==> config.mk <==
export PLATFORM = sky130hd
export DESIGN_NAME = cshSequencer
export DESIGN_NICKNAME = d
export VERILOG_FILES = /design/src/design/cshPkg.sv /design/src/design/cshArbiter.sv /design/src/design/cshEboxCycle.sv /design/src/design/cshChannelCycle.sv /design/src/design/cshMemPort.sv /design/src/design/cshSequencer.sv
export SDC_FILE = /design/constraint.sdc
export NUM_CORES = 1
export LEC_CHECK = 0
export BUFFER_PORTS_ARGS = -buffer_cell sky130_fd_sc_hd__buf_2
export CORE_AREA = 2 2 61 63
export DETAILED_ROUTE_END_ITERATION = 6
export DIE_AREA = 0 0 63 65
export HOLD_SLACK_MARGIN = 0.15
export PLACE_DENSITY = 0.73
export RECOVER_POWER = 50
export SYNTH_ARGS = -nofsm -noshare
export SYNTH_HDL_FRONTEND = slang
export SYNTH_SLANG_ARGS = --single-unit
==> constraint.sdc <==
create_clock -name clk -period 3.11 [get_ports clk]
set_clock_uncertainty 0.15 [all_clocks]
set_input_delay 0.1555 -clock clk [delete_from_list [all_inputs] [get_ports clk]]
set_output_delay 0.1555 -clock clk [all_outputs]
set_load 0.005 [all_outputs]
==> src/design/cshPkg.sv <==
`default_nettype none

package cshPkg;

  localparam int numWays = 4;

  typedef logic [1:0] wayT;

  // Per-way directory match results for one lookup
  typedef struct packed {
    logic [numWays-1:0] validMatch;
    logic [numWays-1:0] wordValid;
    logic [numWays-1:0] anyWritten;
    wayT                lruWay;
  } lookupT;

  typedef enum logic [1:0] {coreRead, writeback, wordWrite} memKindT;

  typedef struct packed {
    logic    valid;
    memKindT kind;
    wayT     way;
  } memReqT;

  typedef struct packed {
    logic writeEn;
    logic fromMem;
    wayT  way;
  } cacheWrT;

  typedef struct packed {
    logic valid;
    logic write;
  } eboxReqT;

  typedef struct packed {
    logic done;
    logic hit;
  } respT;

  typedef enum logic [1:0] {idle, eboxCyc, chanCyc} cycleT;

  function automatic logic anyValidMatch(lookupT lk);
    return |lk.validMatch;
  endfunction

  // Line present and the addressed word loaded
  function automatic logic readFound(lookupT lk);
    return |(lk.validMatch & lk.wordValid);
  endfunction

  // Lowest matching way, or the LRU way on a miss
  function automatic wayT victimWay(lookupT lk);
    wayT way;
    way = lk.lruWay;
    for (int i = numWays - 1; i >= 0; i--) begin
      if (lk.validMatch[i]) begin
        way = wayT'(i);
      end
    end
    return way;
  endfunction

  function automatic logic victimDirty(lookupT lk);
    return !anyValidMatch(lk) && lk.anyWritten[lk.lruWay];
  endfunction

endpackage

`default_nettype wire

==> src/design/cshArbiter.sv <==
`default_nettype none

module cshArbiter (
  input  logic            clk,
  input  logic            reset,
  input  cshPkg::eboxReqT eboxReq,
  input  logic            chanReq,
  input  logic            eboxDone,
  input  logic            chanDone,
  output cshPkg::cycleT   cycle
);

  // Ready-to-go stage between sampling and the cycle start
  cshPkg::cycleT granted;
  cshPkg::cycleT grantIn;
  logic          cycEnd;

  // Channel ahead of the EBOX
  always_comb begin
    grantIn = cshPkg::idle;
    if (chanReq) begin
      grantIn = cshPkg::chanCyc;
    end else if (eboxReq.valid) begin
      grantIn = cshPkg::eboxCyc;
    end
  end

  assign cycEnd = (cycle == cshPkg::eboxCyc && eboxDone) ||
                  (cycle == cshPkg::chanCyc && chanDone);

  always_ff @(posedge clk) begin
    if (reset) begin
      cycle   <= cshPkg::idle;
      granted <= cshPkg::idle;
    end else begin
      if (cycle == cshPkg::idle && granted == cshPkg::idle) begin
        granted <= grantIn;
      end else begin
        granted <= cshPkg::idle;
      end

      // Cycle type holds until its own done
      if (granted != cshPkg::idle) begin
        cycle <= granted;
      end else if (cycEnd) begin
        cycle <= cshPkg::idle;
      end
    end
  end

  // No cycle module may finish without a grant
  assert property (@(posedge clk) disable iff (reset)
    (eboxDone || chanDone) |-> cycle != cshPkg::idle);

endmodule

`default_nettype wire

==> src/design/cshEboxCycle.sv <==
`default_nettype none

module cshEboxCycle (
  input  logic            clk,
  input  logic            reset,
  input  cshPkg::eboxReqT eboxReq,
  input  cshPkg::cycleT   cycle,
  input  cshPkg::lookupT  lookup,
  input  logic            stall,
  input  logic            accepted,
  input  logic            fill,
  output cshPkg::memReqT  memReq,
  output cshPkg::cacheWrT cacheWrite,
  output cshPkg::respT    eboxResp,
  output logic            cycDone
);

  logic         t0;
  logic         t1;
  logic         t2;
  logic         t3;
  logic         active;
  logic         isWrite;
  logic         hitNow;
  logic         missQ;
  logic         missDirty;
  cshPkg::wayT  missWay;
  logic         wbReq;
  logic         rdReq;
  logic         wwReq;
  logic         fillWait;
  logic         wordDone;
  cshPkg::respT respQ;

  assign t0 = cycle == cshPkg::eboxCyc && !active && eboxReq.valid;

  // A write needs only the line, a read also needs the word
  assign hitNow = isWrite ? cshPkg::anyValidMatch(lookup) : cshPkg::readFound(lookup);

  always_ff @(posedge clk) begin
    if (reset) begin
      t1         <= 1'b0;
      t2         <= 1'b0;
      t3         <= 1'b0;
      active     <= 1'b0;
      missQ      <= 1'b0;
      wbReq      <= 1'b0;
      rdReq      <= 1'b0;
      wwReq      <= 1'b0;
      fillWait   <= 1'b0;
      respQ      <= '0;
      cacheWrite <= '0;
    end else begin
      t1    <= t0;
      t2    <= t1;
      t3    <= t2;
      missQ <= t2 && !hitNow;

      if (t0) begin
        active <= 1'b1;
      end else if (cycDone) begin
        active <= 1'b0;
      end

      respQ      <= '0;
      cacheWrite <= '0;

      if (t2 && hitNow) begin
        respQ <= '{done: 1'b1, hit: 1'b1};
        if (isWrite) begin
          cacheWrite <= '{writeEn: 1'b1, fromMem: 1'b0, way: cshPkg::victimWay(lookup)};
        end
      end

      // Miss sequence starts after T3
      if (t3 && missQ) begin
        wwReq <= isWrite;
        wbReq <= !isWrite && missDirty;
        rdReq <= !isWrite && !missDirty;
      end else if (accepted) begin
        wwReq    <= 1'b0;
        wbReq    <= 1'b0;
        rdReq    <= wbReq;
        fillWait <= rdReq;
      end

      if (fill && fillWait) begin
        fillWait   <= 1'b0;
        cacheWrite <= '{writeEn: 1'b1, fromMem: 1'b1, way: missWay};
      end

      // Refill done one cycle after the fill write
      if (cacheWrite.writeEn && cacheWrite.fromMem) begin
        respQ <= '{done: 1'b1, hit: 1'b0};
      end
    end
  end

  always_ff @(posedge clk) begin
    if (t0) begin
      isWrite <= eboxReq.write;
    end
    if (t2) begin
      missWay   <= cshPkg::victimWay(lookup);
      missDirty <= cshPkg::victimDirty(lookup);
    end
  end

  always_comb begin
    memReq.valid = wbReq || rdReq || wwReq;
    if (wbReq) begin
      memReq.kind = cshPkg::writeback;
    end else if (rdReq) begin
      memReq.kind = cshPkg::coreRead;
    end else begin
      memReq.kind = cshPkg::wordWrite;
    end
    memReq.way = missWay;
  end

  // Write miss ends as soon as memory takes the word
  assign wordDone      = wwReq && accepted;
  assign eboxResp.done = respQ.done || wordDone;
  assign eboxResp.hit  = respQ.hit;
  assign cycDone       = eboxResp.done;

  assert property (@(posedge clk) disable iff (reset)
    cacheWrite.writeEn |-> cycle == cshPkg::eboxCyc);

  // Held request while out of credits
  assert property (@(posedge clk) disable iff (reset)
    stall |=> memReq.valid && $stable(memReq));

endmodule

`default_nettype wire

==> src/design/cshChannelCycle.sv <==
`default_nettype none

module cshChannelCycle (
  input  logic           clk,
  input  logic           reset,
  input  cshPkg::cycleT  cycle,
  input  cshPkg::lookupT lookup,
  input  logic           stall,
  input  logic           accepted,
  input  logic           fill,
  output cshPkg::memReqT memReq,
  output cshPkg::respT   chanResp,
  output logic           cycDone
);

  logic t1;
  logic t2;
  logic t3;
  logic active;
  logic rdReq;
  logic fillWait;

  // Channel cycle enters at T1
  assign t1 = cycle == cshPkg::chanCyc && !active;

  always_ff @(posedge clk) begin
    if (reset) begin
      t2       <= 1'b0;
      t3       <= 1'b0;
      active   <= 1'b0;
      rdReq    <= 1'b0;
      fillWait <= 1'b0;
      chanResp <= '0;
    end else begin
      t2 <= t1;
      t3 <= t2;

      if (t1) begin
        active <= 1'b1;
      end else if (cycDone) begin
        active <= 1'b0;
      end

      chanResp <= '0;

      if (t3) begin
        if (cshPkg::readFound(lookup)) begin
          chanResp <= '{done: 1'b1, hit: 1'b1};
        end else begin
          rdReq <= 1'b1;
        end
      end

      if (rdReq && accepted) begin
        rdReq    <= 1'b0;
        fillWait <= 1'b1;
      end

      if (fill && fillWait) begin
        fillWait <= 1'b0;
        chanResp <= '{done: 1'b1, hit: 1'b0};
      end
    end
  end

  // Served from memory, no cache way involved
  assign memReq  = '{valid: rdReq, kind: cshPkg::coreRead, way: '0};
  assign cycDone = chanResp.done;

  assert property (@(posedge clk) disable iff (reset)
    stall |=> memReq.valid);

endmodule

`default_nettype wire

==> src/design/cshMemPort.sv <==
`default_nettype none

module cshMemPort #(
  parameter int memCredits = 2
) (
  input  logic           clk,
  input  logic           reset,
  input  cshPkg::memReqT eboxMemReq,
  input  cshPkg::memReqT chanMemReq,
  input  logic           memCredit,
  input  logic           memData,
  output cshPkg::memReqT memReq,
  output logic           eboxStall,
  output logic           chanStall,
  output logic           eboxAccepted,
  output logic           chanAccepted,
  output logic           eboxFill,
  output logic           chanFill
);

  localparam int cntW   = $clog2(memCredits + 1);
  localparam int qDepth = 4;
  localparam int ptrW   = $clog2(qDepth);

  logic [cntW-1:0]   credits;
  logic              haveCredit;
  cshPkg::memReqT    active;
  logic              fromChan;
  logic              accept;
  logic              pushRead;
  logic [qDepth-1:0] ownerQ;
  logic [ptrW-1:0]   wrPtr;
  logic [ptrW-1:0]   rdPtr;
  logic              headChan;

  // Only one cycle module is active, EBOX taken if both show up
  assign fromChan   = !eboxMemReq.valid;
  assign active     = fromChan ? chanMemReq : eboxMemReq;
  assign haveCredit = credits != '0;
  assign accept     = active.valid && haveCredit;
  assign pushRead   = accept && active.kind == cshPkg::coreRead;

  assign memReq = accept ? active : '0;

  assign eboxAccepted = accept && !fromChan;
  assign chanAccepted = accept && fromChan;
  assign eboxStall    = eboxMemReq.valid && !haveCredit;
  assign chanStall    = chanMemReq.valid && (eboxMemReq.valid || !haveCredit);

  // Read data returns in request order
  assign headChan = ownerQ[rdPtr];
  assign eboxFill = memData && !headChan;
  assign chanFill = memData && headChan;

  always_ff @(posedge clk) begin
    if (reset) begin
      credits <= cntW'(memCredits);
      wrPtr   <= '0;
      rdPtr   <= '0;
    end else begin
      case ({accept, memCredit})
        2'b10:   credits <= credits - 1'b1;
        2'b01:   credits <= credits + 1'b1;
        default: credits <= credits;
      endcase
      if (pushRead) begin
        wrPtr <= wrPtr + 1'b1;
      end
      if (memData) begin
        rdPtr <= rdPtr + 1'b1;
      end
    end
  end

  always_ff @(posedge clk) begin
    if (pushRead) begin
      ownerQ[wrPtr] <= fromChan;
    end
  end

  // Memory must not return more credits than it was given
  assert property (@(posedge clk) disable iff (reset)
    credits <= memCredits);

endmodule

`default_nettype wire

==> src/design/cshSequencer.sv <==
`default_nettype none

module cshSequencer #(
  parameter int memCredits = 2
) (
  input  logic            clk,
  input  logic            reset,
  input  cshPkg::eboxReqT eboxReq,
  input  logic            chanReq,
  input  cshPkg::lookupT  lookup,
  input  logic            memCredit,
  input  logic            memData,
  output cshPkg::respT    eboxResp,
  output cshPkg::respT    chanResp,
  output cshPkg::memReqT  memReq,
  output cshPkg::cacheWrT cacheWrite
);

  cshPkg::cycleT  cycle;
  cshPkg::memReqT eboxMemReq;
  cshPkg::memReqT chanMemReq;
  logic           eboxStall;
  logic           chanStall;
  logic           eboxAccepted;
  logic           chanAccepted;
  logic           eboxFill;
  logic           chanFill;
  logic           eboxDone;
  logic           chanDone;

  cshArbiter arbiter (
    .clk      (clk),
    .reset    (reset),
    .eboxReq  (eboxReq),
    .chanReq  (chanReq),
    .eboxDone (eboxDone),
    .chanDone (chanDone),
    .cycle    (cycle)
  );

  cshEboxCycle eboxCycle (
    .clk        (clk),
    .reset      (reset),
    .eboxReq    (eboxReq),
    .cycle      (cycle),
    .lookup     (lookup),
    .stall      (eboxStall),
    .accepted   (eboxAccepted),
    .fill       (eboxFill),
    .memReq     (eboxMemReq),
    .cacheWrite (cacheWrite),
    .eboxResp   (eboxResp),
    .cycDone    (eboxDone)
  );

  cshChannelCycle chanCycle (
    .clk      (clk),
    .reset    (reset),
    .cycle    (cycle),
    .lookup   (lookup),
    .stall    (chanStall),
    .accepted (chanAccepted),
    .fill     (chanFill),
    .memReq   (chanMemReq),
    .chanResp (chanResp),
    .cycDone  (chanDone)
  );

  cshMemPort #(
    .memCredits (memCredits)
  ) memPort (
    .clk          (clk),
    .reset        (reset),
    .eboxMemReq   (eboxMemReq),
    .chanMemReq   (chanMemReq),
    .memCredit    (memCredit),
    .memData      (memData),
    .memReq       (memReq),
    .eboxStall    (eboxStall),
    .chanStall    (chanStall),
    .eboxAccepted (eboxAccepted),
    .chanAccepted (chanAccepted),
    .eboxFill     (eboxFill),
    .chanFill     (chanFill)
  );

endmodule

`default_nettype wire

==> flow_summary_export.csv <==
group,metric,value,unit
outcome,status,"complete, no violations",
placement,place_hpwl,2510,µm
critical_path,arrival,2380,ps
power,p_int,769,µW
critical_path,r2r-start,"eboxCycle.wbReq$_SDFFE_PP0P_",
detailed_routing,initialDrtViolationCount,46,
detailed_routing,remaining_drc_errors,0,
critical_path,timing.rr.end,"memPort.credits[1]$_SDFFE_PP1P_",
clock_tree,clock-root-buffer,"clkbuf_4",
critical_path,cp_num_buf_inv,4,
power,power.share.clock,35.0,%
critical_path,crit_chain,"dlygate4sd3_1 > buf_2 > a22oi_1 > dlygate4sd3_1 > nand2_1 > dlygate4sd3_1 > nand2_1 > a21oi_1",
critical_path,end_kind,"register",
global_routing,grt_pass1_wl,5800,µm
synth,synth_top_area_share,38.5,%
critical_path,rrSetupSlack,1050,ps
synth,ys_types,40,
critical_path,crit_type,"in2reg",
power,vdd_drop_max,0.000318,V
detailed_routing,postRouteAntennaNets,0,
critical_path,start_kind,"input pin",
flow_run,maxCapViolCount,0,
power,p_per_area,464,nW/µm²
synth,synth_edf_count,8,
clock_tree,path_clk_slew,110,ps
synth,ys_seq_elements,40,
detailed_routing,via_per_inst,5.12,
power,switching_share,21.7,%
cells_and_area,area_growth,27.2,%
timing,tightest_slew,927,ps
floorplanning,die_h,65,µm
synth,synth_common_cells,"dfxtp_1 (32), nor2_1 (15), nand2_1 (12), inv_1 (10), edfxtp_1 (8)",
synth,yosysTopAreaCell,"dfxtp_1",
synth,synth_ff_type,"dfxtp_1",
clock_tree,cts_sinks,40,
placement,io_buffers,33,
cells_and_area,final_layout_size_suffix_gt1_share,20.4,%
floorplanning,floorplan.die_area,4100,µm²
detailed_routing,drt_wl_total,3520,µm
timing,hold_viol_final,0,
cells_and_area,fillers,297,
timing,min_period,2340,ps
timing,fmax,428,MHz
critical_path,r2r_cells,5,
critical_path,cp_max_fo,4,
floorplanning,pin_count,34,
clock_tree,h-tree-depth,2,
synth,synthCells,164,
global_routing,grt_pass1_vias,1352,
global_routing,grtUsageTotal,18.3,%
critical_path,crit_required,3150,ps
cells_and_area,multi_input_area,696,µm²
synth,async_reset_ff_share,0,%
synth,syn-cell-area,1660,µm²
synth,synth_top_family_by_area,"simple AND/OR/NAND/NOR gates",
floorplanning,initial_core_util,47.6,%
power,total_power,982,µW
worst_hold_path,hold_path_depth,3,
power,leakagePower,0.000909,µW
synth,syn_area_per_cell,10.1,µm²
synth,synth-simple-area-share,21.0,%
timing,fin_crit_sh,75.1,%
cells_and_area,seq_area,881,µm²
timing,fin_tns_setup,0,ps
worst_hold_path,hold_end,"eboxCycle.missDirty$_DFFE_PP_",
timing,rsz0062_at_grt,"no",
clock_tree,cts_tree,"built",
floorplanning,coreArea,3500,µm²
synth,synth_fp_nets,190,
detailed_routing,vias,1351,
global_routing,grt_overflow,0,
floorplanning,row_count,22,
critical_path,critPathMaxStageDelay,610,ps
timing,setup_viol,0,
synth,ys_seq_area_share,53.0,%
synth,synth.area.top_cells,"dfxtp_1 (39%), edfxtp_1 (14%), ha_1 (3.8%)",
global_routing,antenna_found_initial,0,
worst_hold_path,min_path_type,"in2reg",
synth,synth-adder-area-share,3.76,%
synth,synthMuxAreaShare,5.79,%
detailed_routing,first_pass_iters,4,
cells_and_area,layout.nets,241,
clock_tree,cts_made_buffers,5,
critical_path,cp.depth,8,
floorplanning,die_w,63,µm
synth,synth_xor_area_share,2.63,%
synth,synth-compound-area-share,8.65,%
power,p_comb_share,8.7,%
timing,finalMaxSlewViolations,0,
clock_tree,ctsResizeCount,0,
global_routing,grt_max_degree,23,
power,p_sw,213,µW
critical_path,cp_slowest_cell,"dlygate4sd3_1",
clock_tree,cts_buffer_depth,2,
synth,yosysMostFrequentCell,"dfxtp_1",
synth,yosysWarnings,0,
power,seqPwrFrac,56.3,%
critical_path,critPathTopFamily,"buffers and inverters",
cells_and_area,insertedDiodeCount,0,
critical_path,crit_top_cell,"dlygate4sd3_1",
detailed_routing,wl_per_cell,13.3,µm
timing,relSlewSlack,38.2,%
placement,gp_congestion,0.855,
worst_hold_path,worstHoldStart,"lookup[1]",
clock_tree,clkLatencyLatePin,340,ps
critical_path,startpoint,"lookup[13]",
==> per-layer routing <==
| metal | global-route usage, % | vias up | wire, µm | part of all wire [%] |
|---|---|---|---|---|
| li1 | - | 672 | - | - |
| met1 | 21.4 | 636 | 1490 | 42 |
| met2 | 31.6 | 36 | 1800 | 51 |
| met3 | 4.86 | 7 | 157 | 4.5 |
| met4 | 7.78 | 0 | 70 | 2.0 |
| met5 | 0 | - | 0 | 0 |
==> placed cells by master, fill, tap and decap left out, drive strengths merged, types with 5 or more instances in the layout <==
cell,n
dfxtp,32
buf,30
dlygate4sd3,19
nor2,15
nand2,12
clkbuf,11
inv,10
edfxtp,8
a21oi,7
nand3,6
and2,6
o21ai,5
ha,5
==> worst register-to-register path, cell delays in order, from the launching register on <==
cell     delay [ps]
dfxtp_1         370
or3_1           460
o21ai_0         270
ha_1            310
or3_1           370
nand3_1          80
==> registers in the layout, summed over array words and instances, names as in the netlist, 2 cells and up <==
signal / cells
memPort.rdPtr: 2
arbiter.cycle: 2
memPort.ownerQ: 4
arbiter.granted: 2
eboxCycle.cacheWrite: 4
memPort.credits: 2
eboxCycle.missWay: 2
memPort.wrPtr: 2
==> layout make-up <==
type | instances | area share [%]
Multi-Input combinational cell | 106 | 32.9
Timing Repair Buffer | 52 | 16.6
Sequential cell | 40 | 41.6
Clock buffer | 8 | 4.26
Inverter | 10 | 1.77
Tap cell | 48 | 2.84
==> power groups by stage <==
stage          sequential (µW)  combinational, µW  clock (µW)
6_report                   553               85.5         344
3_3_place_gp               563               62.0           0
2_1_floorplan              561               42.0           0
3_5_place_dp               564               65.5           0
5_1_grt                    555               93.6         370
4_1_cts                    553               84.6         350
==> cells by family (layout without fill, tap and decap cells) <==
family,Yosys count,count (layout)
simple gates,66,66
fa+ha+maj,5,5
xor+xnor,5,5
mux,7,7
buf+inv,18,70
flops,40,40
compound gates,23,23
==> through the flow <==
| step | cells | hold slack (ps) | util [%] | worst slack, ps | instance area, µm² |
|---|---|---|---|---|---|
| 2_1_floorplan | 164 | 84.6 | - | 1220 | 1660 |
| 3_3_place_gp | 237 | 182 | 52.6 | 1170 | 1840 |
| 3_5_place_dp | 237 | 190 | 52.6 | 1070 | 1840 |
| 4_1_cts | 264 | 151 | 60.6 | 834 | 2120 |
| 5_1_grt | 264 | 199 | 60.5 | 637 | 2120 |
| 6_report | 264 | 195 | 60.5 | 774 | 2120 |
==> worst max-delay path by stage <==
stage                                                  to  slack, ps
after floorplan           memPort.credits[1]$_SDFFE_PP1P_       1220
after global placement    memPort.credits[1]$_SDFFE_PP1P_       1170
after detailed placement  memPort.credits[1]$_SDFFE_PP1P_       1070
after global routing        arbiter.granted[0]$_SDFF_PP0_        640
final                        chanCycle.cycDone$_SDFF_PP0_        770
after CTS                    chanCycle.cycDone$_SDFF_PP0_        830
==> repair_timing <==
action                    CTS  global route
hold buffers               19             0
buffers inserted            0             0
hold endpoints to repair   31             0
(Power assumes the default switching activity.)
